$ cat src/verilog/dmem_pkg.sv
// Data path widths; MEM_WORDS must equal 2**IDX_W so addresses wrap modulo the array depth
package dmem_pkg;

  // ----------------------------------------------------------
  // Bus and memory geometry
  // ----------------------------------------------------------
  localparam int ADDR_W    = 32;
  localparam int DATA_W    = 64;

  // Bytes per data word
  localparam int STRB_W    = DATA_W / 8;

  // SRAM depth in words
  localparam int MEM_WORDS = 256;
  localparam int IDX_W     = 8;

  // Byte offset inside one word
  localparam int OFF_W     = 3;

  // ----------------------------------------------------------
  // Vector types
  // ----------------------------------------------------------
  // Byte address as issued by the core
  typedef logic [ADDR_W-1:0] addr_t;

  // One bus data word
  typedef logic [DATA_W-1:0] data_t;

  // Write byte enables, bit n covers byte n
  typedef logic [STRB_W-1:0] strb_t;

  // SRAM word index
  typedef logic [IDX_W-1:0]  idx_t;

  // log2 of the access byte count, 0 byte up to 3 double
  typedef logic [1:0]        size_t;

endpackage

$ cat src/verilog/lsu_align.sv
// Core-side request stage; addresses must be aligned to the access size, one access in flight
module lsu_align (
  input  logic              i_aclk,
  input  logic              i_arst_n,
  // Core side
  input  logic              i_req,
  input  logic              i_we,
  input  dmem_pkg::size_t   i_size,
  input  logic              i_unsigned,
  input  dmem_pkg::addr_t   i_addr,
  input  dmem_pkg::data_t   i_wdata,
  output logic              o_ready,
  output logic              o_done,
  output dmem_pkg::data_t   o_rdata,
  // Master side
  output logic              o_start,
  output logic              o_we,
  output dmem_pkg::addr_t   o_addr,
  output dmem_pkg::data_t   o_wdata,
  output dmem_pkg::strb_t   o_wstrb,
  input  logic              i_done,
  input  dmem_pkg::data_t   i_rdata
);

  logic                        busy;
  logic                        req_ok;
  logic [dmem_pkg::OFF_W-1:0]  off;
  logic [dmem_pkg::OFF_W-1:0]  off_q;
  dmem_pkg::size_t             size_q;
  logic                        unsigned_q;
  dmem_pkg::strb_t             size_mask;
  dmem_pkg::data_t             rd_shift;
  dmem_pkg::data_t             rd_ext;

  assign req_ok  = i_req & ~busy;
  assign off     = i_addr[dmem_pkg::OFF_W-1:0];
  assign o_ready = ~busy;

  // Byte lanes covered by the access before the offset shift
  always_comb begin
    case (i_size)
      2'd0:    size_mask = dmem_pkg::strb_t'(8'h01);
      2'd1:    size_mask = dmem_pkg::strb_t'(8'h03);
      2'd2:    size_mask = dmem_pkg::strb_t'(8'h0f);
      default: size_mask = '1;
    endcase
  end

  // ----------------------------------------------------------
  // Request side
  // ----------------------------------------------------------
  always_ff @(posedge i_aclk or negedge i_arst_n) begin
    if (!i_arst_n) begin
      busy    <= 1'b0;
      o_start <= 1'b0;
    end else begin
      o_start <= req_ok;
      if (req_ok) begin
        busy <= 1'b1;
      end else if (i_done) begin
        busy <= 1'b0;
      end
    end
  end

  // Payload held until the master reports done
  always_ff @(posedge i_aclk) begin
    if (req_ok) begin
      o_we       <= i_we;
      o_addr     <= {i_addr[dmem_pkg::ADDR_W-1:dmem_pkg::OFF_W], {dmem_pkg::OFF_W{1'b0}}};
      o_wstrb    <= size_mask << off;
      o_wdata    <= i_wdata << {off, 3'b000};
      size_q     <= i_size;
      unsigned_q <= i_unsigned;
      off_q      <= off;
    end
  end

  // ----------------------------------------------------------
  // Reply side, extraction and extension
  // ----------------------------------------------------------
  assign rd_shift = i_rdata >> {off_q, 3'b000};

  always_comb begin
    case (size_q)
      2'd0: rd_ext = unsigned_q ? {{(dmem_pkg::DATA_W-8){1'b0}}, rd_shift[7:0]}
                                : {{(dmem_pkg::DATA_W-8){rd_shift[7]}}, rd_shift[7:0]};
      2'd1: rd_ext = unsigned_q ? {{(dmem_pkg::DATA_W-16){1'b0}}, rd_shift[15:0]}
                                : {{(dmem_pkg::DATA_W-16){rd_shift[15]}}, rd_shift[15:0]};
      2'd2: rd_ext = unsigned_q ? {{(dmem_pkg::DATA_W-32){1'b0}}, rd_shift[31:0]}
                                : {{(dmem_pkg::DATA_W-32){rd_shift[31]}}, rd_shift[31:0]};
      default: rd_ext = rd_shift;
    endcase
  end

  // Stores return zero
  assign o_rdata = o_we ? '0 : rd_ext;
  assign o_done  = i_done;

endmodule

$ cat config.mk
export PLATFORM = sky130hd
export DESIGN_NAME = lsu_align
export DESIGN_NICKNAME = d
export VERILOG_FILES = /design/src/verilog/dmem_pkg.sv /design/src/verilog/lsu_align.sv
export SDC_FILE = /design/constraint.sdc
export NUM_CORES = 1
export LEC_CHECK = 0
export BUFFER_PORTS_ARGS = -buffer_cell sky130_fd_sc_hd__buf_2
export CAP_MARGIN = 5
export CORE_MARGIN = 2
export CORE_UTILIZATION = 35
export DETAILED_ROUTE_END_ITERATION = 7
export GPL_ROUTABILITY_DRIVEN = 0
export PLACE_DENSITY = 0.74
export SYNTH_ARGS = -nofsm -noshare
export SYNTH_HDL_FRONTEND = slang
export SYNTH_SLANG_ARGS = --single-unit
export TNS_END_PERCENT = 10
$ cat constraint.sdc
create_clock -name i_aclk -period 6.21 [get_ports i_aclk]
set_input_delay 0.621 -clock i_aclk [delete_from_list [all_inputs] [get_ports i_aclk]]
set_output_delay 0.621 -clock i_aclk [all_outputs]
set_load 0.005 [all_outputs]
## Word level (Yosys, flattened, before mapping)

Index checks and enable logic that the tools add are counted.

- Bits in registers: 110
- Output and inout port bits: 172
- Logic and storage cells: 29

- Equal/unequal tests: 4
- Shift-type cells: 3
- Muxes and demuxes: 8
- Bitwise gates (word level): 2
- Reductions and logical operators: 3

Operator list:

| cell | count |
|---|---|
| 2-to-1 mux 64 bit | 4 |
| one-hot mux 64 bit (3 select lines) | 1 |
| << shifter 64 x 6 -> 64 bit | 1 |
| right shift 64 x 6 -> 64 bit | 1 |
| one-hot mux 8 bit (3 select lines) | 1 |
| << shifter 8 x 3 -> 8 bit | 1 |
| == test 2 x 1 -> 1 bit (second input constant) | 2 |
| == test 2 bit (second input constant) | 2 |
| logical NOT 2 bit | 2 |
| 2-to-1 mux 1 bit | 2 |
| nonzero test 2 bit | 1 |
| AND 1 bit | 1 |
| inverter 1 bit | 1 |

## Logic depth before layout (Yosys ltp)

- Depth in word-level cells: 4
- Mapped depth: 8

## Worst setup path after synthesis

OpenSTA, ideal clock, no wires.

- Path kind: input-to-reg
- From: input port i_req
- To: register o_start
- Setup time: 0.631 ns
- Data arrival time: 5.362 ns
- Required time: 5.579 ns
- Setup slack: 0.217 ns
- Stages: 1
- Buffers on the path: 0
- Cells stage by stage: nor2b_1

- Cells in the longest elaborated chain, start to end: 1

Ends and longest elaborated chain:

| element | RTL line | RTL |
|---|---|---|
| from (decl) | lsu_align.sv:6 | `input logic i_req,` |
| AND 1 bit | lsu_align.sv:35 | `assign req_ok = i_req & ~busy;` |
| to (signal assigned) | lsu_align.sv:57 | `o_start <= req_ok;` |
| to (decl) | lsu_align.sv:16 | `output logic o_start,` |

Every way passes these cells.
A chain may end at the register's enable or synchronous reset.

## Worst setup path after layout

- From: register off_q[2] in the netlist's numbering
- To: output port o_rdata[52]

- Cells in the longest elaborated chain, start to end: 4

Ends and longest elaborated chain:

| element | RTL line | RTL |
|---|---|---|
| from (decl) | lsu_align.sv:28 | `logic [dmem_pkg::OFF_W-1:0] off_q;` |
| from (signal assigned) | lsu_align.sv:75 | `off_q <= off;` |
| right shift 64 x 6 -> 64 bit * | lsu_align.sv:82 | `assign rd_shift = i_rdata >> {off_q, 3'b000};` |
| 2-to-1 mux 64 bit (on tied branches) | lsu_align.sv:90, lsu_align.sv:86, lsu_align.sv:88 |  |
| one-hot mux 64 bit (3 select lines) * | lsu_align.sv:85 | `case (size_q)` |
| 2-to-1 mux 64 bit * | lsu_align.sv:97 | `assign o_rdata = o_we ? '0 : rd_ext;` |
| to (decl) | lsu_align.sv:14 | `output dmem_pkg::data_t o_rdata,` |

Mark *: on every way between the ends. The rest lies on a longest branch, timed or not.

==> results_dict.tcl <==
set metrics [dict create \
    power-per-cell-area_mw_per_mm2 214.1 \
    seq_area_frac_synth_pct 43.55 \
    ios 340 \
    cts.sinks 110 \
    nFillCells 2032 \
    crit_path_end_kind "primary output" \
    die_w_um 151.0 \
    yosysUniqueCellTypes 46 \
    drc 0 \
    clkTransAtPathRegs_ps 80 \
    syn-cell-area_sq_mm 0.007561 \
    drt_iter0_drc 451 \
    diodes 0 \
    rr_startpoint "busy" \
    setup_tns_ps 0 \
    synthCells 698 \
    synth.avg_cell_area_sq_um 10.83 \
    wl_per_cell_um 20.10 \
    reg2reg_to "o_wdata[26]" \
    drt-pass1-iter-count 5 \
    fin_crit_sh_pct 64.93 \
    fin_crit_ps 4032 \
    cts_buffers 9 \
    clock_skew_ps 7.870 \
    core_area_sq_mm 0.02109 \
    fin_nets 1153 \
    ir_drop_v 0.0001526 \
    cts_htree_levels 3 \
    num_vias 6958 \
    grt_pass1_wl_um 37380 \
    dieHeight_um 151.0 \
    status "finished clean" \
    drv_cap 0 \
    p_leak_nw 4.219 \
    root_buffer "clkbuf_16" \
    drv_slew 0 \
    synth-seq-cells 110 \
    wl_um 25430 \
    path_max_fanout 34 \
    crit_arrival_ps 3410 \
    regArea_sq_mm 0.003293 \
    clockBufferDepth 2 \
    layout-drive-gt1-share_pct 47.98 \
    setup_viol 0 \
    areaGrowthSynthToFinish_pct 27.70 \
    port_buffers 336 \
    worst_slew_pin_slew_ps 1124 \
    num_rows 53 \
    die_area_sq_mm 0.02280 \
    tritoncts "built" \
    hold_viol_final 0 \
    antenna_found_initial 1 \
    fmax_ghz 0.2480 \
    cts_hold_buf 0 \
    synth_warnings 0 \
    worstSetupPathType "reg -> out" \
    ant_nets 0 \
    synth_top_area_share_pct 42.89 \
    post_dp_cell_area_sq_mm 0.009355 \
    grt_max_degree 77 \
    overflow 0 \
    cts_setup_buffers 0 \
    r2r_cells 2 \
    post_cts_resized 0 \
    viasPerCell 5.500 \
    ys_top_cells_by_area "edfxtp_1 43%, mux4_2 12%, mux2_2 8.3%" \
    fin_area_sq_mm 0.009656 \
    clk_latency_ps 360 \
    dp_hpwl_um 18790 \
    grtUsageTotal_pct 21.47 \
    yosysTopAreaCell "edfxtp_1" \
    initial_utilization_pct 35.85 \
    rsz0062_at_grt "no" \
    reg2reg_slack_ps 4620 \
    slew-limit-headroom_pct 24.86 \
    required_ps 5590 \
    startpoint_type "flop" \
    multiInputGateArea_sq_mm 0.003918 \
    grt_pass1_vias 6689 \
    hp-class "in -> async" \
]
==> placed cells by master, fill, tap and decap left out, types with 2 or more instances in the layout <==
cell type  instances
and2_1            13
nand2_1           44
nor3_1             2
buf_4             11
o22ai_1           16
o21ai_0           31
a2bb2oi_1          7
mux4_2            39
a22o_1             7
nor2_1            71
mux2i_1           44
nand3_1            4
inv_1             11
o22a_1             2
a21oi_2            5
a21o_1             8
a21oi_1           95
a21boi_0           2
conb_1             3
a21boi_2           5
inv_6              3
and2_0             2
nand2b_1           4
or2_2              4
clkinv_8           2
nor2b_1           20
a211oi_1           2
clkbuf_16          9
buf_2            335
and3_1             7
edfxtp_1         108
dfrtp_1            2
mux2_2            56
==> state kept, by name, summed over array words and instances, names as in the netlist <==
name / flops
busy: 1
o_addr: 29
o_start: 1
o_wdata: 64
o_we: 1
o_wstrb: 8
off_q: 3
size_q: 2
unsigned_q: 1
==> worst max-delay path by stage <==
stage              from     endpoint  slack (ps)
2_1_floorplan     i_req      o_start         220
3_3_place_gp   off_q[2]  o_rdata[52]        2750
3_5_place_dp   off_q[2]  o_rdata[52]        2630
4_1_cts        off_q[2]  o_rdata[52]        2220
5_1_grt        off_q[2]  o_rdata[33]        2010
6_report       off_q[2]  o_rdata[52]        2180
==> cell usage after synthesis (all sizes together) <==
cell / count
a211oi: 2
a21boi: 7
a21o: 8
a21oi: 100
a22o: 7
a22oi: 1
a2bb2oi: 7
a31o: 1
a31oi: 1
a32o: 1
and2: 15
and3: 7
buf: 27
clkbuf: 45
conb: 1
dfrtp: 2
edfxtp: 108
inv: 11
mux2: 56
mux2i: 44
mux4: 39
nand2: 44
nand2b: 4
nand3: 4
nand3b: 1
nand4: 1
nor2: 71
nor2b: 21
nor3: 2
o21ai: 32
o21bai: 1
o22a: 2
o22ai: 16
o31a: 1
o32ai: 1
o41a: 1
or2: 4
or2b: 1
or4: 1
==> critical path, cell delays in order, from the launching register on <==
cell      delay [ps]
edfxtp_1        1080
nor2b_1          800
nand3b_1         190
a31oi_1          200
o21ai_2          140
buf_4            260
a21oi_1          220
buf_2            150
==> through the flow <==
step	util (%)	hold slack (ps)	worst slack [ps]	instances	total power (W)
2_1_floorplan	-	325.4	216.6	700	0.001258
3_3_place_gp	44.36	405.3	2745	1249	0.001478
3_5_place_dp	44.36	410.0	2631	1249	0.001488
4_1_cts	45.79	12.27	2225	1265	0.002084
5_1_grt	45.79	21.57	2015	1265	0.002167
6_report	45.79	36.17	2178	1265	0.002067
==> routing by layer <==
metal | up-vias | global-route usage (%) | wire [um]
met5 | - | 0 | 11
met4 | 2 | 10.09 | 987
met3 | 75 | 6.265 | 2780
met2 | 416 | 36.23 | 12450
met1 | 3270 | 25.21 | 9199
li1 | 3195 | - | -
==> final cells by class <==
class	count	share of cell area, %
Sequential cell	110	34.11
Tap cell	275	3.564
Inverter	11	0.4276
Timing Repair Buffer	346	18.22
Clock buffer	9	2.333
Multi-Input combinational cell	507	40.57
Clock inverter	7	0.7775
==> where the power goes <==
part           internal [W]  switching [W]
Sequential         0.000892      0.0000229
Clock              0.000287       0.000306
Combinational      0.000256       0.000303
==> cells by family (layout without fill, tap and decap cells) <==
| family | after synthesis | after routing | share of synthesized area (%) |
|---|---|---|---|
| AOI/OAI and AO/OA | 189 | 189 | 15.03 |
| other | 1 | 3 | 0.04960 |
| DFF | 110 | 110 | 43.55 |
| and+or+nand+nor | 176 | 176 | 10.71 |
| muxes | 139 | 139 | 25.78 |
| buffers and inverters | 83 | 373 | 4.882 |
Power figures use the tool's default switching activity.
