[src/verilog/dmem_pkg.sv]
// Data path widths; MEM_WORDS must equal 2**IDX_W so addresses wrap modulo the array depth
package dmem_pkg;

  // ----------------------------------------------------------
  // Bus and memory geometry
  // ----------------------------------------------------------
  localparam int ADDR_W    = 32;
  localparam int DATA_W    = 64;

  // Bytes per data word
  localparam int STRB_W    = DATA_W / 8;

  // SRAM depth in words
  localparam int MEM_WORDS = 256;
  localparam int IDX_W     = 8;

  // Byte offset inside one word
  localparam int OFF_W     = 3;

  // ----------------------------------------------------------
  // Vector types
  // ----------------------------------------------------------
  // Byte address as issued by the core
  typedef logic [ADDR_W-1:0] addr_t;

  // One bus data word
  typedef logic [DATA_W-1:0] data_t;

  // Write byte enables, bit n covers byte n
  typedef logic [STRB_W-1:0] strb_t;

  // SRAM word index
  typedef logic [IDX_W-1:0]  idx_t;

  // log2 of the access byte count, 0 byte up to 3 double
  typedef logic [1:0]        size_t;

endpackage

[src/verilog/axil_pkg.sv]
// AXI-lite response codes and FSM encodings; only the OKAY response is ever produced
package axil_pkg;

  // ----------------------------------------------------------
  // Response codes
  // ----------------------------------------------------------
  typedef logic [1:0] resp_t;

  localparam resp_t RESP_OKAY = 2'b00;

  // ----------------------------------------------------------
  // State machines
  // ----------------------------------------------------------
  // Master, one transaction at a time
  typedef enum logic [2:0] {
    MST_IDLE,
    MST_WR_ADDR_DATA,
    MST_WR_RESP,
    MST_RD_ADDR,
    MST_RD_DATA
  } mst_state_t;

  // Slave write side
  typedef enum logic [1:0] {SWR_IDLE, SWR_ADDR, SWR_WRITE, SWR_RESP} slv_wr_state_t;

  // Slave read side
  typedef enum logic [1:0] {SRD_IDLE, SRD_ADDR, SRD_READ, SRD_DATA} slv_rd_state_t;

endpackage

[src/verilog/axil_data_sram_wrap.sv]
// AXI-lite slave for the data SRAM; always answers OKAY, reads and writes must not overlap
module axil_data_sram_wrap (
  input  logic              i_aclk,
  input  logic              i_arst_n,
  // Write address channel
  input  logic              i_awvalid,
  output logic              o_awready,
  input  dmem_pkg::addr_t   i_awaddr,
  // Write data channel
  input  logic              i_wvalid,
  output logic              o_wready,
  input  dmem_pkg::data_t   i_wdata,
  input  dmem_pkg::strb_t   i_wstrb,
  // Write response channel
  output logic              o_bvalid,
  input  logic              i_bready,
  output axil_pkg::resp_t   o_bresp,
  // Read address channel
  input  logic              i_arvalid,
  output logic              o_arready,
  input  dmem_pkg::addr_t   i_araddr,
  // Read data channel
  output logic              o_rvalid,
  input  logic              i_rready,
  output dmem_pkg::data_t   o_rdata,
  output axil_pkg::resp_t   o_rresp,
  // SRAM ports
  output logic              o_mem_we,
  output dmem_pkg::idx_t    o_mem_widx,
  output dmem_pkg::data_t   o_mem_wdata,
  output dmem_pkg::strb_t   o_mem_wstrb,
  output logic              o_mem_re,
  output dmem_pkg::idx_t    o_mem_ridx,
  input  dmem_pkg::data_t   i_mem_rdata
);

  axil_pkg::slv_wr_state_t wr_state;
  axil_pkg::slv_rd_state_t rd_state;
  logic                    aw_fire;
  logic                    w_fire;
  logic                    b_fire;
  logic                    ar_fire;
  logic                    r_fire;
  dmem_pkg::idx_t          widx_q;
  dmem_pkg::data_t         rdata_q;

  assign aw_fire = i_awvalid & o_awready;
  assign w_fire  = i_wvalid & o_wready;
  assign b_fire  = o_bvalid & i_bready;
  assign ar_fire = i_arvalid & o_arready;
  assign r_fire  = o_rvalid & i_rready;

  // Handshake outputs decoded from state
  assign o_awready = (wr_state == axil_pkg::SWR_ADDR);
  assign o_wready  = (wr_state == axil_pkg::SWR_WRITE);
  assign o_bvalid  = (wr_state == axil_pkg::SWR_RESP);
  assign o_arready = (rd_state == axil_pkg::SRD_ADDR);
  assign o_rvalid  = (rd_state == axil_pkg::SRD_DATA);
  assign o_bresp   = axil_pkg::RESP_OKAY;
  assign o_rresp   = axil_pkg::RESP_OKAY;

  // ----------------------------------------------------------
  // Write side
  // ----------------------------------------------------------
  always_ff @(posedge i_aclk or negedge i_arst_n) begin
    if (!i_arst_n) begin
      wr_state <= axil_pkg::SWR_IDLE;
    end else begin
      case (wr_state)
        axil_pkg::SWR_IDLE:  if (i_awvalid) wr_state <= axil_pkg::SWR_ADDR;
        axil_pkg::SWR_ADDR:  if (aw_fire) wr_state <= axil_pkg::SWR_WRITE;
        axil_pkg::SWR_WRITE: if (w_fire) wr_state <= axil_pkg::SWR_RESP;
        axil_pkg::SWR_RESP:  if (b_fire) wr_state <= axil_pkg::SWR_IDLE;
        default:             wr_state <= axil_pkg::SWR_IDLE;
      endcase
    end
  end

  // Word index, offset bits dropped and upper bits wrap
  always_ff @(posedge i_aclk) begin
    if (aw_fire) widx_q <= i_awaddr[dmem_pkg::OFF_W +: dmem_pkg::IDX_W];
  end

  assign o_mem_we    = w_fire;
  assign o_mem_widx  = widx_q;
  assign o_mem_wdata = i_wdata;
  assign o_mem_wstrb = i_wstrb;

  // ----------------------------------------------------------
  // Read side
  // ----------------------------------------------------------
  always_ff @(posedge i_aclk or negedge i_arst_n) begin
    if (!i_arst_n) begin
      rd_state <= axil_pkg::SRD_IDLE;
    end else begin
      case (rd_state)
        axil_pkg::SRD_IDLE: if (i_arvalid) rd_state <= axil_pkg::SRD_ADDR;
        axil_pkg::SRD_ADDR: if (ar_fire) rd_state <= axil_pkg::SRD_READ;
        axil_pkg::SRD_READ: rd_state <= axil_pkg::SRD_DATA;
        axil_pkg::SRD_DATA: if (r_fire) rd_state <= axil_pkg::SRD_IDLE;
        default:            rd_state <= axil_pkg::SRD_IDLE;
      endcase
    end
  end

  // SRAM read issued on the AR transfer, araddr is stable in that cycle
  assign o_mem_re   = ar_fire;
  assign o_mem_ridx = i_araddr[dmem_pkg::OFF_W +: dmem_pkg::IDX_W];

  // Held until the R transfer
  always_ff @(posedge i_aclk) begin
    if (rd_state == axil_pkg::SRD_READ) rdata_q <= i_mem_rdata;
  end

  assign o_rdata = rdata_q;

endmodule

[config.mk]
export PLATFORM = sky130hd
export DESIGN_NAME = axil_data_sram_wrap
export DESIGN_NICKNAME = d
export VERILOG_FILES = /design/src/verilog/dmem_pkg.sv /design/src/verilog/axil_pkg.sv /design/src/verilog/axil_data_sram_wrap.sv
export SDC_FILE = /design/constraint.sdc
export NUM_CORES = 1
export LEC_CHECK = 0
export BUFFER_PORTS_ARGS = -buffer_cell sky130_fd_sc_hd__buf_2
export CORE_AREA = 2 2 145 147
export DETAILED_ROUTE_END_ITERATION = 6
export DIE_AREA = 0 0 147 149
export PLACE_DENSITY = 0.45
export RECOVER_POWER = 100
export SETUP_SLACK_MARGIN = 0.3
export SKIP_LAST_GASP = 1
export SYNTH_ARGS = -nofsm -noshare
export SYNTH_HDL_FRONTEND = slang
export SYNTH_SLANG_ARGS = --single-unit
[constraint.sdc]
create_clock -name i_aclk -period 2.25 [get_ports i_aclk]
set_input_delay 0.1125 -clock i_aclk [delete_from_list [all_inputs] [get_ports i_aclk]]
set_output_delay 0.1125 -clock i_aclk [all_outputs]
set_load 0.1 [all_outputs]
Word level (Yosys, flattened, before mapping)
Index checks and enable logic that the tools add are counted.
{"block": "totals", "reg_bits": 76, "input_bits": 207, "output_inout_bits": 163, "wordCells": 35}
{"block": "op_classes", "eq_ne": 13, "mux": 9, "n_bitwise": 5, "reduce_logical": 4}
{"op": "case mux 2 bit (4 select lines)", "count": 2}
{"op": "two-way mux 2 bit", "count": 7}
{"op": "inequality test 2 x 1 -> 1 bit, second input constant", "count": 5}
{"op": "== test 2 bit, second input constant", "count": 4}
{"op": "bitwise AND 1 bit", "count": 5}
{"op": "== test 2 x 1 -> 1 bit, second input constant", "count": 2}
{"op": "logical NOT 2 bit", "count": 2}
{"op": "inequality test 2 bit, second input constant", "count": 2}
{"op": "AND reduction 4 bit", "count": 1}
{"op": "AND reduction 3 bit", "count": 1}

Longest topological paths before layout
Gate-level depths: netlist of the first run.
{"block": "logic_depth", "ltp_word": 4, "ltp_mapped": 5, "ltp_nobuf": 5}

Worst setup path after synthesis of the first run
No wires, ideal clock.
{"block": "synth_timing", "path_type": "register to register", "start": "register rd_state[0]", "end": "register rdata_q[0], in the netlist o_rdata[0], enable pin", "t_arrival_ns": 2.078, "t_required_ns": 1.820, "setup_slack_ns": -0.258, "stages_incl_launch_ff": 3, "path_buffers": 0, "period_less_slack_ns": 2.508, "path_cell_list": "dfrtp_1 inv_1 ha_1"}
{"block": "synth_between", "elab_chain_len": 1}
{"item": "from (decl)", "line_no": "axil_data_sram_wrap.sv:38", "text": "axil_pkg::slv_rd_state_t rd_state;"}
{"item": "from (signal assigned)", "line_no": "axil_data_sram_wrap.sv:94", "text": "rd_state <= axil_pkg::SRD_IDLE;"}
{"item": "from (signal assigned)", "line_no": "axil_data_sram_wrap.sv:97", "text": "axil_pkg::SRD_IDLE: if (i_arvalid) rd_state <= axil_pkg::SRD_ADDR;"}
{"item": "from (signal assigned)", "line_no": "axil_data_sram_wrap.sv:98", "text": "axil_pkg::SRD_ADDR: if (ar_fire) rd_state <= axil_pkg::SRD_READ;"}
{"item": "== test 2 bit", "line_no": "axil_data_sram_wrap.sv:112", "text": "if (rd_state == axil_pkg::SRD_READ) rdata_q <= i_mem_rdata;"}
{"item": "to (signal assigned)", "line_no": "axil_data_sram_wrap.sv:112"}
{"item": "to (decl)", "line_no": "axil_data_sram_wrap.sv:45", "text": "dmem_pkg::data_t rdata_q;"}
Every way passes these cells.
A chain may end at the register's enable or synchronous reset.

Worst setup path after layout of the first run
{"block": "layout_timing", "start": "register rd_state[1]", "end": "output o_rvalid"}
{"block": "layout_between", "elab_chain_len": 1}
{"item": "== test 2 bit", "line_no": "axil_data_sram_wrap.sv:58", "text": "assign o_rvalid = (rd_state == axil_pkg::SRD_DATA);"}
{"item": "to (decl)", "line_no": "axil_data_sram_wrap.sv:23", "text": "output logic o_rvalid,"}
Every way passes these cells.

==> results of run 1 <==
-- state kept, by name, indices dropped and copies added, names as in the netlist --
name	count
o_mem_widx	8
rd_state	2
wr_state	2
o_rdata	64
-- report_power, final --
part           leakage (nW)  switching, mW  total [mW]  internal (mW)
combinational         0.881           3.64        4.14          0.505
clock                 0.141          0.655        1.43          0.776
sequential            0.723          0.140        2.25           2.11
-- cell type report --
class / instances / area (um2)
clock buffer: 9 / 225.2
clock inverter: 7 / 70.07
fill: 2248 / 15920
inverter: 6 / 22.52
multi-input combinational: 28 / 254.0
sequential: 76 / 2262
tap: 275 / 344.1
timing repair buffer: 235 / 1455
-- critical path: cells and delay by family, from the launching register on --
| family | cells | cell delay [ns] |
|---|---|---|
| flops | 1 | 0.40 |
| buf+inv | 1 | 0.86 |
| fa+ha+maj | 1 | 0.20 |
-- layer usage --
| layer | track usage | vias up |
|---|---|---|
| met3 | 0.04190 | 52 |
| met5 | 0 | - |
| met1 | 0.07256 | 906 |
| li1 | - | 902 |
| met2 | 0.1237 | 172 |
| met4 | 0.07308 | 0 |
-- stage by stage --
| stage | instance area (um2) | cells | total power [mW] | utilization |
|---|---|---|---|---|
| floorplan | 3184 | 194 | 6.494 | - |
| global placement | 3734 | 547 | 6.456 | 0.1816 |
| detailed placement | 3734 | 547 | 6.485 | 0.1816 |
| CTS | 4760 | 636 | 8.076 | 0.2315 |
| global route | 4633 | 636 | 8.142 | 0.2254 |
| finish | 4633 | 636 | 7.818 | 0.2254 |
-- Yosys cell counts --
cell type / n / area, um2
conb_1: 1 / 3.750
mux2_2: 1 / 11.26
buf_4: 84 / 630.6
nand2b_1: 1 / 6.260
nor2_2: 1 / 6.260
mux2i_1: 2 / 20.02
nor2_1: 3 / 11.26
o221ai_2: 1 / 15.01
o22ai_1: 1 / 6.260
mux2_4: 1 / 15.01
and2_2: 1 / 7.510
and2_1: 2 / 12.51
ha_1: 10 / 125.1
edfxtp_1: 72 / 2162
dfrtp_1: 4 / 100.1
inv_1: 6 / 22.52
-- path summary, 6_finish.rpt --
| kind | start | to | slack [ns] | cells after the start |
|---|---|---|---|---|
| min reg2reg | wr_state[1]$_DFFE_PN0P_ | wr_state[1]$_DFFE_PN0P_ | 0.59 | 1 |
| max reg2reg | rd_state[0]$_DFFE_PN0P_ | o_rdata[36]$_DFFE_PP_ | 0.41 | 3 |
| max in group asynchronous | i_arst_n | wr_state[0]$_DFFE_PN0P_ | 1.90 | 2 |
| min | i_arvalid | rd_state[0]$_DFFE_PN0P_ | 0.13 | 3 |
| max | rd_state[1]$_DFFE_PN0P_ | o_rvalid | 0.34 | 2 |
| min in group asynchronous | i_arst_n | rd_state[1]$_DFFE_PN0P_ | 0.15 | 2 |
-- kinds of logic after synthesis --
kind of cell | Yosys count | synth area share
other | 1 | 0.001188
multiplexers | 4 | 0.01467
adder cells (fa/ha/maj) | 10 | 0.03965
AO/OA/AOI/OAI | 2 | 0.006741
AND/OR/NAND/NOR | 8 | 0.01388
flip-flops | 76 | 0.7169
buffers and inverters | 90 | 0.2070
==> summary.md, run 1 <==
| Metric | Value |
|---|---|
| Tcrit/Tclk final | `0.8475` |
| Max H-tree Level | `3` |
| Num CTS Buffers | `9` |
| CTS Hold Bufs | `73` |
| Worst Setup End Kind | `output pin` |
| Final setup viols | `0` |
| Hold WS | `0.1337 ns` |
| DRT iter0 DRCs | `37` |
| Slew Viols, Final | `0` |
| First-pass GRT wire length | `12.20 mm` |
| First drt pass iteration count | `4` |
| Pin count of the biggest net entering global routing | `37` |
| Crit-path max FO | `4` |
| CTS root buf | `clkbuf_16` |
| Row cnt | `53` |
| Synthesized area per cell | `16.52 um2` |
| WL met1 | `3.058 mm` |
| Min-delay worst type | `primary input to flop` |
| Top Layer Used | `met4` |
| Most common cell after layout, fill and taps aside | `clkbuf_1` |
| Vias/cell | `3.195` |
| Initial antenna violation count | `1` |
| GPL Wtd Cong | `0.6890` |
| Number of global-route vias before repair | `2067` |
| Max-cap violations | `0` |
| Startpoint Class | `flop` |
| Met2 wire len | `4.126 mm` |
| Top Ports | `370` |
| CTS tree | `yes` |
| Headroom to the max-slew limit | `0.1453` |
| Synthesized area | `3156 um2` |
| Final Hold Vio Count | `0` |
| Kind of critical path | `flop to output pin` |
| Post-CTS sizing | `0` |
| Req. time, crit path | `2.14 ns` |
| Die area | `21900 um2` |
| Final Skew | `0.01066 ns` |
| Diodes inserted | `0` |
| Post-route DRC | `0` |
| Most frequent cells in the layout | `clkbuf_1 (81), dlygate4sd3_1 (73), buf_2 (73)` |
| Clk buf depth | `2` |
| Synth warn | `0` |
| Register bit count reported by yosys | `76` |
| ANT nets after route | `0` |
| Via count | `2032` |
| Gr ovfl total | `0` |
| Worst vdd rail ir drop | `537.7 uV` |
| Layout cells sized above 1 | `0.2909` |
| Worst slew pin tran | `1.288 ns` |
| Fin nets | `573` |
| Crit path cell chain | `ha_2 > clkbuf_1` |
| Clock Latency Late Sink | `0.35 ns` |
| Placement Setup Slack | `0.6098 ns` |
| Data arrival, critical path | `1.79 ns` |
| Max incr delay on CP | `0.86 ns` |
| Drt wl/cell | `13.94 um` |
| Outcome | `completed` |
| Final min period | `1.907 ns` |
| CORE AREA | `20560 um2` |
| Clock transition at path regs | `0.06 ns` |
| Leak Pwr | `1.746 nW` |
| Routed Wire Length | `8.866 mm` |
| Fmax | `524.4 MHz` |
| Initial core utilization | `0.1535` |
| Metal3 WL | `1.050 mm` |
| Seq/Total Area, Yosys | `0.7169` |
| GRT Overall Usage | `0.07824` |
| Clk sinks | `76` |
| Detailed Place HPWL | `6.361 mm` |
| Cell variety after synth | `16` |
| Pwr dens | `1687 nW/um2` |
| Post-synthesis cell count | `191` |
| CP max-delay cell | `clkbuf_1` |
| Port bufs | `157` |
| Die width | `147 um` |
| RSZ-0062 raised after global routing | `false` |
| Post-CTS Setup Bufs | `0` |
| Final worst setup slack | `0.3431 ns` |
| Die Ht | `149 um` |
| Synthesis-to-finish area growth | `46.83%` |
| Fin Setup TNS | `0 ns` |
Note: power is estimated with default switching activity, not from simulation.
==> run 2: changes to the inputs <==
- clock period: 2.25 -> 1.69 ns (I/O delays scaled with it)
==> run 2 against run 1 <==
Compared with the run above:
- via count up 2.5%
- core utilization up 1.9 points
- clock skew increased by 0.0046 ns
- die area stayed put
- wire length up 4.6%
- non-clock buffer count is 11 higher
- critical endpoint is now wr_state[1]$_DFFE_PN0P_
- largest cell class unchanged
==> summary.md, run 2 (synthesis results as in run 1) <==
| Metric | Value |
|---|---|
| Final setup viols | `0` |
| CP delay by family, top | `flip-flops` |
| GRT met1 Usage | `0.07181` |
| Via count | `2083` |
| Routed Wire Length | `9.275 mm` |
| Most frequent cells in the layout | `dlygate4sd3_1 (73), edfxtp_1 (72), clkbuf_2 (72)` |
| Worst slew pin tran | `0.5868 ns` |
| Crit-path max FO | `3` |
| First drt pass iteration count | `4` |
| Clk sinks | `76` |
| Kind of critical path | `flop to flop` |
| Min-delay worst type | `primary input to async pin` |
| Top Ports | `370` |
| RSZ-0062 raised after global routing | `true` |
| Drt wl/cell | `14.34 um` |
| Number of global-route vias before repair | `2185` |
| Clock Latency Late Sink | `0.33 ns` |
| Most common cell after layout, fill and taps aside | `dlygate4sd3_1` |
| Met2 Resource Use GR | `0.1455` |
| Layout cells sized above 1 | `0.5323` |
| Pin count of the biggest net entering global routing | `24` |
| Placed cell areas | `3802 um2` |
| Fin Setup TNS | `0 ns` |
| ANT nets after route | `0` |
| Die Ht | `149 um` |
| Port bufs | `157` |
| Startpoint Class | `flop` |
| Headroom to the max-slew limit | `0.6105` |
| Initial core utilization | `0.1535` |
| Hold WS | `0.1137 ns` |
| Outcome | `completed` |
| Data arrival, critical path | `1.73 ns` |
| Clock transition at path regs | `0.07 ns` |
| Synthesis-to-finish area growth | `59.52%` |
| Pwr dens | `2279 nW/um2` |
| Die width | `147 um` |
| Grt peak-use layer | `met2` |
| Leak Pwr | `2.075 nW` |
| CP max-delay cell | `dfrtp_2` |
| Row cnt | `53` |
| Clk buf depth | `2` |
| Slew Viols, Final | `0` |
| Critical path buffer and inverter count | `1` |
| Num CTS Buffers | `9` |
| Vias/cell | `3.219` |
| Tcrit/Tclk final | `0.8937` |
| Initial antenna violation count | `0` |
| Fin nets | `584` |
| First-pass GRT wire length | `12.71 mm` |
| Fmax | `662.1 MHz` |
| Die area | `21900 um2` |
| Final min period | `1.510 ns` |
| Req. time, crit path | `1.91 ns` |
| GRT Overall Usage | `0.08053` |
| Final Skew | `0.01521 ns` |
| Met3 GRT Util | `0.03119` |
| Worst vdd rail ir drop | `593.9 uV` |
| Crit path cell chain | `buf_4 > ha_1 > nor2_2 > o221ai_2 > mux2_4` |
| Max H-tree Level | `3` |
| Detailed Place HPWL | `6.650 mm` |
| Post-route DRC | `0` |
| DRT iter0 DRCs | `56` |
| Filler Cell Count | `2160` |
| Worst Setup End Kind | `flop` |
| CTS root buf | `clkbuf_16` |
| Max reg flops | `64` |
| GPL Wtd Cong | `0.7208` |
| Gr ovfl total | `0` |
| Fin area | `5034 um2` |
| R2R Setup Slk | `0.18 ns` |
| CTS tree | `yes` |
| CORE AREA | `20560 um2` |
| Diodes inserted | `0` |
| Max-cap violations | `0` |
| Final Hold Vio Count | `0` |
| Max incr delay on CP | `0.44 ns` |
## run 2: worst paths after layout
check,endpoint,cells past startpoint,startpoint
min reg2reg,wr_state[0]$_DFFE_PN0P_,2,wr_state[0]$_DFFE_PN0P_
min in group i_aclk,rd_state[0]$_DFFE_PN0P_,3,i_rready
min,rd_state[0]$_DFFE_PN0P_,2,i_arst_n
max,wr_state[1]$_DFFE_PN0P_,5,wr_state[0]$_DFFE_PN0P_
max in group asynchronous,wr_state[0]$_DFFE_PN0P_,2,i_arst_n
max reg2reg,wr_state[1]$_DFFE_PN0P_,5,wr_state[0]$_DFFE_PN0P_
## run 2: final cells by class
class                           instances  area (um2)  share of cell area
Clock buffer                            9       225.2             0.04474
Clock inverter                          7       91.34             0.01815
Inverter                                6       30.03            0.005966
Multi-Input combinational cell         28       312.8             0.06214
Sequential cell                        76        2265              0.4499
Tap cell                              275       344.1             0.06836
Timing Repair Buffer                  246        1765              0.3507
## run 2: what timing repair did
action,in CTS,in global routing
pin swaps,3,3
gates cloned,1,1
setup buffers,9,3
endpoints found under the hold margin,76,0
hold buffers,73,0
endpoints found under the setup margin,44,30
gates resized for setup,17,5
## run 2: per-layer routing
| metal | vias to the layer above | part of all wire |
|---|---|---|
| li1 | 921 | - |
| met1 | 959 | 0.33 |
| met2 | 156 | 0.52 |
| met3 | 47 | 0.096 |
| met4 | 0 | 0.052 |
| met5 | - | 0 |
## run 2: report_power, final
part	internal [mW]	leakage (nW)	switching, mW	total, mW
registers	2.80	0.721	0.211	3.01
logic	1.38	1.21	5.04	6.42
clock network	1.28	0.145	0.752	2.04
## run 2: through the flow
stage               worst slack [ns]  cells  utilization  power [mW]
floorplan                     0.1471    194            -       8.866
global placement              0.2535    544       0.1850       8.794
detailed placement            0.2336    544       0.1850       8.830
CTS                           0.2381    643       0.2440       11.49
global route                  0.1319    647       0.2449       11.89
finish                        0.1797    647       0.2449       11.47
## run 2: worst register-to-register path, stage by stage, from the launching register on
cell and delay [ns]:
dfrtp_2 0.44, buf_4 0.14, ha_1 0.25, nor2_2 0.13, o221ai_2 0.12, mux2_4 0.31
