===== src/verilog/dmem_pkg.sv =====
// Data path widths; MEM_WORDS must equal 2**IDX_W so addresses wrap modulo the array depth
package dmem_pkg;

  // ----------------------------------------------------------
  // Bus and memory geometry
  // ----------------------------------------------------------
  localparam int ADDR_W    = 32;
  localparam int DATA_W    = 64;

  // Bytes per data word
  localparam int STRB_W    = DATA_W / 8;

  // SRAM depth in words
  localparam int MEM_WORDS = 256;
  localparam int IDX_W     = 8;

  // Byte offset inside one word
  localparam int OFF_W     = 3;

  // ----------------------------------------------------------
  // Vector types
  // ----------------------------------------------------------
  // Byte address as issued by the core
  typedef logic [ADDR_W-1:0] addr_t;

  // One bus data word
  typedef logic [DATA_W-1:0] data_t;

  // Write byte enables, bit n covers byte n
  typedef logic [STRB_W-1:0] strb_t;

  // SRAM word index
  typedef logic [IDX_W-1:0]  idx_t;

  // log2 of the access byte count, 0 byte up to 3 double
  typedef logic [1:0]        size_t;

endpackage


===== src/verilog/axil_pkg.sv =====
// AXI-lite response codes and FSM encodings; only the OKAY response is ever produced
package axil_pkg;

  // ----------------------------------------------------------
  // Response codes
  // ----------------------------------------------------------
  typedef logic [1:0] resp_t;

  localparam resp_t RESP_OKAY = 2'b00;

  // ----------------------------------------------------------
  // State machines
  // ----------------------------------------------------------
  // Master, one transaction at a time
  typedef enum logic [2:0] {
    MST_IDLE,
    MST_WR_ADDR_DATA,
    MST_WR_RESP,
    MST_RD_ADDR,
    MST_RD_DATA
  } mst_state_t;

  // Slave write side
  typedef enum logic [1:0] {SWR_IDLE, SWR_ADDR, SWR_WRITE, SWR_RESP} slv_wr_state_t;

  // Slave read side
  typedef enum logic [1:0] {SRD_IDLE, SRD_ADDR, SRD_READ, SRD_DATA} slv_rd_state_t;

endpackage


===== src/verilog/axil_lsu_master.sv =====
// AXI-lite master; one outstanding transaction, never issues a read and a write together
module axil_lsu_master (
  input  logic              i_aclk,
  input  logic              i_arst_n,
  // Request side
  input  logic              i_start,
  input  logic              i_we,
  input  dmem_pkg::addr_t   i_addr,
  input  dmem_pkg::data_t   i_wdata,
  input  dmem_pkg::strb_t   i_wstrb,
  output logic              o_done,
  output dmem_pkg::data_t   o_rdata,
  // Write address channel
  output logic              o_awvalid,
  input  logic              i_awready,
  output dmem_pkg::addr_t   o_awaddr,
  // Write data channel
  output logic              o_wvalid,
  input  logic              i_wready,
  output dmem_pkg::data_t   o_wdata,
  output dmem_pkg::strb_t   o_wstrb,
  // Write response channel
  input  logic              i_bvalid,
  output logic              o_bready,
  input  axil_pkg::resp_t   i_bresp,
  // Read address channel
  output logic              o_arvalid,
  input  logic              i_arready,
  output dmem_pkg::addr_t   o_araddr,
  // Read data channel
  input  logic              i_rvalid,
  output logic              o_rready,
  input  dmem_pkg::data_t   i_rdata,
  input  axil_pkg::resp_t   i_rresp
);

  axil_pkg::mst_state_t state;
  logic                 aw_fire;
  logic                 w_fire;
  logic                 b_fire;
  logic                 ar_fire;
  logic                 r_fire;
  logic                 aw_done;
  logic                 w_done;
  axil_pkg::resp_t      cur_resp;
  dmem_pkg::data_t      ret_word;
  dmem_pkg::data_t      rdata_q;

  assign aw_fire = o_awvalid & i_awready;
  assign w_fire  = o_wvalid & i_wready;
  assign b_fire  = i_bvalid & o_bready;
  assign ar_fire = o_arvalid & i_arready;
  assign r_fire  = i_rvalid & o_rready;

  // AW and W may complete in either order
  assign aw_done = ~o_awvalid | aw_fire;
  assign w_done  = ~o_wvalid | w_fire;

  assign o_bready = (state == axil_pkg::MST_WR_RESP);
  assign o_rready = (state == axil_pkg::MST_RD_DATA);

  // ----------------------------------------------------------
  // Transaction FSM
  // ----------------------------------------------------------
  always_ff @(posedge i_aclk or negedge i_arst_n) begin
    if (!i_arst_n) begin
      state     <= axil_pkg::MST_IDLE;
      o_awvalid <= 1'b0;
      o_wvalid  <= 1'b0;
      o_arvalid <= 1'b0;
    end else begin
      case (state)
        axil_pkg::MST_IDLE: begin
          if (i_start && i_we) begin
            state     <= axil_pkg::MST_WR_ADDR_DATA;
            o_awvalid <= 1'b1;
            o_wvalid  <= 1'b1;
          end else if (i_start) begin
            state     <= axil_pkg::MST_RD_ADDR;
            o_arvalid <= 1'b1;
          end
        end
        axil_pkg::MST_WR_ADDR_DATA: begin
          if (aw_fire) o_awvalid <= 1'b0;
          if (w_fire) o_wvalid <= 1'b0;
          if (aw_done && w_done) state <= axil_pkg::MST_WR_RESP;
        end
        axil_pkg::MST_WR_RESP: if (b_fire) state <= axil_pkg::MST_IDLE;
        axil_pkg::MST_RD_ADDR: begin
          if (ar_fire) begin
            o_arvalid <= 1'b0;
            state     <= axil_pkg::MST_RD_DATA;
          end
        end
        axil_pkg::MST_RD_DATA: if (r_fire) state <= axil_pkg::MST_IDLE;
        default: state <= axil_pkg::MST_IDLE;
      endcase
    end
  end

  // Channel payload, stable while the valids are up
  always_ff @(posedge i_aclk) begin
    if (i_start && state == axil_pkg::MST_IDLE) begin
      o_awaddr <= i_addr;
      o_araddr <= i_addr;
      o_wdata  <= i_wdata;
      o_wstrb  <= i_wstrb;
    end
  end

  // ----------------------------------------------------------
  // Reply
  // ----------------------------------------------------------
  assign cur_resp = o_bready ? i_bresp : i_rresp;

  // Failed responses return zero data
  assign ret_word = (cur_resp == axil_pkg::RESP_OKAY) ? i_rdata : '0;

  always_ff @(posedge i_aclk) begin
    if (r_fire) rdata_q <= ret_word;
  end

  // Read word is passed through on the R transfer itself
  assign o_rdata = r_fire ? ret_word : rdata_q;
  assign o_done  = b_fire | r_fire;

endmodule


===== config.mk =====
export PLATFORM = sky130hd
export DESIGN_NAME = axil_lsu_master
export DESIGN_NICKNAME = d
export VERILOG_FILES = /design/src/verilog/dmem_pkg.sv /design/src/verilog/axil_pkg.sv /design/src/verilog/axil_lsu_master.sv
export SDC_FILE = /design/constraint.sdc
export NUM_CORES = 1
export LEC_CHECK = 0
export CORE_AREA = 10 10 143 145
export CTS_CLUSTER_SIZE = 20
export DETAILED_ROUTE_END_ITERATION = 12
export DIE_AREA = 0 0 153 155
export DONT_BUFFER_PORTS = 1
export PLACE_DENSITY_LB_ADDON = 0.08
export SLEW_MARGIN = 20
export SYNTH_ARGS = -nofsm -noshare
export SYNTH_HDL_FRONTEND = slang
export SYNTH_SLANG_ARGS = --single-unit

===== constraint.sdc =====
create_clock -name i_aclk -period 8.18 [get_ports i_aclk]
set_clock_uncertainty 0.15 [all_clocks]
set_input_delay 0.409 -clock i_aclk [delete_from_list [all_inputs] [get_ports i_aclk]]
set_output_delay 0.409 -clock i_aclk [all_outputs]
set_load 0.02 [all_outputs]

# [After elaboration in Yosys (flattened, before gate mapping)]
# Index checks and enable logic that the tools add are counted.
[totals] ff_bits=174 latchBits=0 ramBits=0 romBits=0 output_inout_bits=206 n_memories=0
[op_classes] add_sub_neg=0 mul=0 n_div=0 n_lt_le_gt_ge=0 eq_ne=14 shifts=0 muxes=19 bitwise_logic=10 n_reduce_logical=11
[op_table] cell="64-bit 2-to-1 mux" n=2
[op_table] cell="3-bit 2-to-1 mux" n=6
[op_table] cell="3-bit case mux with 5 select lines" n=1
[op_table] cell="2-bit != test, second input constant" n=7
[op_table] cell="3-bit by 2-bit equality test with 1-bit output, second input constant" n=2
[op_table] cell="1-bit 2-to-1 mux" n=6
[op_table] cell="1-bit case mux with 2 select lines" n=3
[op_table] cell="3-bit AND reduction" n=2
[op_table] cell="1-bit AND" n=5
[op_table] cell="5-bit AND reduction" n=1
[op_table] cell="2-bit by 1-bit != test with 1-bit output, second input constant" n=2
[op_table] cell="4-bit AND reduction" n=1
[op_table] cell="2-bit nonzero test" n=2
[op_table] cell="3-bit by 1-bit equality test with 1-bit output, second input constant" n=1
[op_table] cell="3-bit equality test, second input constant" n=1
[op_table] cell="1-bit logical AND" n=3
[op_table] cell="3-bit zero test" n=1
[op_table] cell="3-bit != test, second input constant" n=1
[op_table] cell="1-bit bitwise OR" n=3
[op_table] cell="2-bit zero test" n=1
[op_table] cell="2-bit 2-to-1 mux" n=1
[op_table] cell="1-bit NOT" n=2

# [Longest topological paths before layout]
# Gate-level depths: netlist (run 1).
[depth] depth_word=5 depth_mapped=7 mapped_depth_nobuf=3

# [Worst setup path before layout (run 1)]
# No wires, ideal clock.
[synth_timing] kind="register to register" from="register state[1]" to="register o_awvalid" setup_ns=0.099 t_arrival_ns=6.837 required_time_ns=7.931 setup_slack_ns=1.094 stages_incl_launch_ff=5 n_path_buf=1 period_less_slack_ns=7.086 cell_sequence="dfrtp_1 > buf_6 > nor4b_2 > a21oi_1 > a21oi_1"
[synth_via] elab_chain_len=3 elab_cells_between_ends=7 cone_classes="eq/ne: 3; mux: 1; reduce/logical: 3"
[synth_lines] item="from (decl)" line="axil_lsu_master.sv:37" text="axil_pkg::mst_state_t state;"
[synth_lines] item="from (signal assigned)" line="axil_lsu_master.sv:67" text="state <= axil_pkg::MST_IDLE;"
[synth_lines] item="from (signal assigned)" line="axil_lsu_master.sv:75" text="state <= axil_pkg::MST_WR_ADDR_DATA;"
[synth_lines] item="from (signal assigned)" line="axil_lsu_master.sv:79" text="state <= axil_pkg::MST_RD_ADDR;"
[synth_lines] item="3-bit by 1-bit equality test with 1-bit output or 3-bit zero test (tied branches)" line="axil_lsu_master.sv:72" text="case (state)"
[synth_lines] item="2-bit != test (no line) or 2-bit nonzero test (tied branches)"
[synth_lines] item="3-bit AND reduction (no line)"
[synth_lines] item="to (signal assigned)" line="axil_lsu_master.sv:68" text="o_awvalid <= 1'b0;"
[synth_lines] item="to (signal assigned)" line="axil_lsu_master.sv:76" text="o_awvalid <= 1'b1;"
[synth_lines] item="to (signal assigned)" line="axil_lsu_master.sv:84" text="if (aw_fire) o_awvalid <= 1'b0;"
[synth_lines] item="to (decl)" line="axil_lsu_master.sv:14" text="output logic o_awvalid,"
# Parallel ways exist; a longest one is shown, timed or not.
# A chain may end at the register's enable or synchronous reset.

# [Final worst setup path (run 1)]
[layout_timing] from="register state[0]" to="output port o_rdata[36]"
[layout_via] elab_chain_len=5 elab_cells_between_ends=7 cone_classes="eq/ne: 2; mux: 3; bitwise: 1; reduce/logical: 1"
[layout_lines] item="3-bit by 2-bit equality test with 1-bit output" line="axil_lsu_master.sv:59" text="assign o_bready = (state == axil_pkg::MST_WR_RESP);"
[layout_lines] item="2-bit 2-to-1 mux" line="axil_lsu_master.sv:114" text="assign cur_resp = o_bready ? i_bresp : i_rresp;"
[layout_lines] item="2-bit zero test" line="axil_lsu_master.sv:117" text="assign ret_word = (cur_resp == axil_pkg::RESP_OKAY) ? i_rdata : '0;"
[layout_lines] item="64-bit 2-to-1 mux" line="axil_lsu_master.sv:117"
[layout_lines] item="64-bit 2-to-1 mux (*)"
[layout_lines] item="to (decl)" line="axil_lsu_master.sv:12" text="output dmem_pkg::data_t o_rdata,"
# Every way passes the cells marked *; elsewhere a longest branch is shown, timed or not.

==> impl_results.md, run 1 <==
* Status: complete, no violations
* Global-route wire length before repair at 26100 µm
* Critical Path Source Type: flip-flop
* Post-DP HPWL at 13800 µm
* Starting Density at 33.8%
* HP Class: input port to flip-flop
* Crit path time final at 3.01 ns
* CP Capture Type: output pin
* Reg2Reg Setup Slack at 5.44 ns
* Sequential share of the synthesized area at 76.3%
* CTS buffer count at 17
* Ratio of cells with drive above 1 in the final layout at 6.78%
* #FFs+latches synth at 174
* Fill count at 1657
* R2r worst-path depth at 2
* Hold path startpoint: i_we
* Post-cts resize count at 0
* Synthesized Nets at 639
* Placed inst area at 5910 µm²
* Max Cap Viol at 0
* Leakage at 2.61 nW
* Relative slew margins at 35.2%
* Worst skew pair latency at 0.41 ns
* Cell taking the most area after synthesis: edfxtp_1
* Initial antenna violation count at 0
* Via count at 3613
* Unrepaired setup endpoints after global routing: false
* CTS tree: built
* Synthesis-to-finish area growth at 27.5%
* Maximum vdd drop at 148 µV
* Power per Cell Area at 328 nW/µm²
* Syn. warnings at 0
* Boundary Pins at 387
* Area fraction of the dominant cell type after synthesis at 52.3%
* Final Max Tran Viols at 0
* Nets at 714
* Final Wtd Congestion at 0.731
* Worst Path Max Fanout at 128
* WL final at 18300 µm
* Synth cell types at 25
* N_diodes at 0
* CP required at 7.62 ns
* Vias per cell at 4.66
* Final critical-path share of the clock period at 36.8%
* Clock transition at path regs at 0.06 ns
* Die X at 153 µm
* Vias in the first global route at 3694
* Worst Hold End: o_wvalid
* I/O Buffers at 0
* Wirelength per Cell at 23.7 µm
* H-tree Lvls at 4
* Die Y-Extent at 155 µm
* Num rows at 49
* DR iter-0 viols at 148
* Hold path cells at 2
* Total track usage at 14.6%
* Syn Area/Cell at 13.0 µm²
* Post-route cell area at 7600 µm²
* Setup-failing EPs final at 0
* Hold Buf Count CTS at 108
* CP arrival at 2.45 ns
* Synth Instances at 458
* Crit Path Class: flip-flop to output pin
* RR Endpoint: o_araddr[21]
* Dominant cells by area after synthesis: edfxtp_1 (52%), dfxtp_1 (21%), nand2_1 (8.4%), buf_4 (4.0%), o21ai_0 (3.8%)
* Post-CTS Setup Bufs at 0
* Setup Total Neg Slack at 0 ns
* R2r startpoint: state[0]
* Core Region at 17700 µm²
* Antenna viol nets, final at 0
* DR DRC count at 0
* Mapped cell area at 5970 µm²
* Clock sinks at 174
* Root Buffer: clkbuf_16
* Clock Tree Buf Depth at 2
* Largest net degree at the start of global routing at 129
* Max Freq at 0.332 GHz
* DRT Pass-1 Iters at 4
* Hold Fails Final Rpt at 0
* Die area at 23700 µm²
* Gr ovfl total at 0
* Least-Margin Pin Slew at 0.968 ns
cells in the mapped netlist, drive strengths merged:
library cell	number
edfxtp	104
o21ai	65
dfrtp	6
a2bb2oi	1
a32o	1
a21o	2
nor2b	5
nor4b	1
a21oi	6
nand3b	1
nor2	7
nand4bb	1
clkbuf	9
buf	46
o22ai	1
nor3b	1
nand2	134
a221oi	1
inv	2
dfxtp	64
state kept, by name, indices dropped and copies added (netlist names):
register,cells
o_wdata,64
rdata_q,64
o_araddr,32
o_wstrb,8
state,3
o_arvalid,1
o_awvalid,1
o_wvalid,1
per-stage QoR:
stage               power, W  std cells  utilization (%)  hold WS, ns  setup slack [ns]
finish               0.00249        775             43.1       0.0392              5.17
global route         0.00261        775             43.1       0.0313              4.95
CTS                  0.00253        775             43.0       0.0167              4.87
detailed placement   0.00165        635             33.5      -0.0362              5.12
global placement     0.00165        635             33.5      -0.0362              5.21
floorplan            0.00161        458                -      -0.0366              1.09
layout by cell type, fill, tap and decap left out, drive strengths merged:
cell           n
a2bb2oi        1
nand2        134
bufinv         2
dlygate4sd3  108
dfxtp         64
a21o           2
nor2b          5
a221oi         1
nor4b          1
clkinv         3
edfxtp       104
o22ai          1
nand3b         1
buf            3
nand4bb        1
a32o           1
dfrtp          6
o21ai         65
a21oi          6
clkbuf        18
nor2           7
nor3b          1
inv            8
clkinvlp       3
critical path, cell delays in order, from the launching register on:
cell,delay (ns)
dfrtp_1,0.62
nand4bb_4,0.24
buf_6,0.58
o21ai_0,0.52
worst max-delay path by stage:
stage | start | end | cells after the start
after floorplan | state[1] | o_awvalid | 4
after global placement | state[0] | o_araddr[21] | 2
after detailed placement | state[0] | o_araddr[31] | 2
after CTS | state[0] | o_rdata[30] | 3
after global routing | state[0] | o_rdata[59] | 3
final | state[0] | o_rdata[36] | 3
layer usage:
metal / global-route usage, % / wire length [µm] / vias up
met5: 0 / 0 / -
met4: 4.45 / 251 / 0
met3: 8.13 / 2090 / 12
met2: 24.7 / 9520 / 226
met1: 15.2 / 6480 / 1682
li1: - / - / 1693
power breakdown:
| group | internal [W] | leakage (nW) | total (W) | switching [W] |
|---|---|---|---|---|
| registers | 0.00112 | 1.55 | 0.00136 | 0.000243 |
| logic | 0.0000912 | 0.772 | 0.000305 | 0.000214 |
| clock network | 0.000463 | 0.286 | 0.000827 | 0.000363 |
final cells by class:
type,count,area (µm²),share of cell area [%]
repair buffers,111,1110,14.6
clock buffers,18,429,5.64
multi-input cells,227,1040,13.7
well taps,229,287,3.77
inverters,2,7.51,0.0987
clock inverters,14,176,2.32
flip-flops and latches,174,4550,59.9
logic make-up after synthesis:
group	count (synthesis)	share of synthesized area [%]
flops	174	76.3
compound gates	77	6.77
buf+inv	57	6.48
simple gates	150	10.4
No activity file was read; power rests on OpenSTA's default activity.
==> run 2, diff against run 1 <==
==> constraint.sdc (replaced) <==
create_clock -name i_aclk -period 2.9 [get_ports i_aclk]
set_clock_uncertainty 0.15 [all_clocks]
set_input_delay 0.145 -clock i_aclk [delete_from_list [all_inputs] [get_ports i_aclk]]
set_output_delay 0.145 -clock i_aclk [all_outputs]
set_load 0.02 [all_outputs]
==> run 2 against run 1 <==
The run now fails in 4_1_cts. Synthesized cell count is the same. Area after synthesis is the same.
==> impl_results.md, run 2 <==
* H-tree Lvls at 4
* Post-cts resize count at 0
* Post-synth top cells: nand2_1 (134), edfxtp_1 (104), dfxtp_1 (64)
* Die Y-Extent at 155 µm
* Error: [ERROR RSZ-0060] Max buffer count reached.
* #FFs+latches synth at 174
* Async SR Flop Fraction at 3.45%
* Status: aborted with a tool error
* Clock Tree Buf Depth at 2
* Area fraction of the dominant cell type after synthesis at 52.3%
* Synth cell types at 25
* Cell taking the most area after synthesis: edfxtp_1
* Dominant cells by area after synthesis: edfxtp_1 (52%), dfxtp_1 (21%), nand2_1 (8.4%), buf_4 (4.0%), o21ai_0 (3.8%)
* Synth Instances at 458
* Syn. warnings at 0
* Synthesized Nets at 639
* Final Wtd Congestion at 0.775
* Mapped cell area at 5970 µm²
* Top FF cell, synth: edfxtp_1
* Sequential share of the synthesized area at 76.3%
* Post-CTS Setup Bufs at 0
* EDFF count, synth at 104
* Failing step: 4_1_cts
* Starting Density at 33.8%
* Boundary Pins at 387
* CTS buffer count at 17
* Num rows at 49
* Hold Buf Count CTS at 144
* Syn Area/Cell at 13.0 µm²
* Post-DP HPWL at 14600 µm
* Root Buffer: clkbuf_16
* I/O Buffers at 0
* Die X at 153 µm
* Top-count cell post-synth: nand2_1
* Clock sinks at 174
## run 2: cell counts after synthesis
Identical to the previous run, type by type.
## run 2: cells by family after synthesis
logic type             Yosys count  synth area share (%)
flip-flops                     174                  76.3
AND/OR/NAND/NOR                150                  10.4
AO/OA/AOI/OAI                   77                  6.77
buffers and inverters           57                  6.48
## run 2: stage by stage
| step | area [µm²] | std cells | hold WS (ns) | worst slack [ns] | setup TNS [ns] |
|---|---|---|---|---|---|
| 3_5_place_dp | 6290 | 682 | -0.300 | 0.667 | 0 |
| 3_3_place_gp | 6290 | 682 | -0.300 | 0.706 | 0 |
| 2_1_floorplan | 5980 | 458 | -0.301 | -1.59 | -168.87 |
==> run 3, diff against run 2 <==
--- a/config.mk
+++ b/config.mk
@@ -5,12 +5,11 @@
 export SDC_FILE = /design/constraint.sdc
 export NUM_CORES = 1
 export LEC_CHECK = 0
-export CORE_AREA = 10 10 143 145
-export CTS_CLUSTER_SIZE = 20
+export CORE_AREA = 10 10 141 143
 export DETAILED_ROUTE_END_ITERATION = 12
-export DIE_AREA = 0 0 153 155
+export DIE_AREA = 0 0 151 153
 export DONT_BUFFER_PORTS = 1
-export PLACE_DENSITY_LB_ADDON = 0.08
+export PLACE_DENSITY_LB_ADDON = 0.15
 export SLEW_MARGIN = 20
 export SYNTH_ARGS = -nofsm -noshare
 export SYNTH_HDL_FRONTEND = slang
==> run 3 against run 2 <==
The flow again stops in 4_1_cts. Synthesized cell count did not move. Area after synthesis did not move.
==> impl_results.md, run 3 <==
* Dominant cells by area after synthesis: edfxtp_1 (52%), dfxtp_1 (21%), nand2_1 (8.4%), buf_4 (4.0%), o21ai_0 (3.8%)
* CTS buffer count at 17
* Post-CTS Setup Bufs at 0
* Top FF cell, synth: edfxtp_1
* H-tree Lvls at 4
* Syn. warnings at 0
* Synthesized Nets at 639
* Clock sinks at 174
* Synth cell types at 25
* Cell taking the most area after synthesis: edfxtp_1
* Die Y-Extent at 153 µm
* Post-synth top cells: nand2_1 (134), edfxtp_1 (104), dfxtp_1 (64)
* Area fraction of the dominant cell type after synthesis at 52.3%
* Final Wtd Congestion at 0.715
* Async SR Flop Fraction at 3.45%
* Top-count cell post-synth: nand2_1
* I/O Buffers at 0
* Post-DP HPWL at 13400 µm
* Die X at 151 µm
* Boundary Pins at 387
* Num rows at 48
* Post-cts resize count at 0
* Root Buffer: clkbuf_16
* Hold Buf Count CTS at 134
* Sequential share of the synthesized area at 76.3%
* Starting Density at 35.0%
* EDFF count, synth at 104
* Synth Instances at 458
* Syn Area/Cell at 13.0 µm²
* #FFs+latches synth at 174
* Status: aborted with a tool error
* Failing step: 4_1_cts
* Error: [ERROR RSZ-0060] Max buffer count reached.
* Clock Tree Buf Depth at 2
* Mapped cell area at 5970 µm²
## run 3: cell counts after synthesis
No cell type changed its count.
## run 3: kinds of logic after synthesis
logic type | after synthesis | synth area share [%]
AO/OA/AOI/OAI | 77 | 6.77
buffers and inverters | 57 | 6.48
flip-flops | 174 | 76.3
AND/OR/NAND/NOR | 150 | 10.4
## run 3: stage by stage
stage	cell area [µm²]	instances	setup WS (ns)	hold slack (ns)
after floorplan	5980	458	-1.59	-0.301
after detailed placement	5970	636	0.715	-0.300
after global placement	5970	636	0.734	-0.300
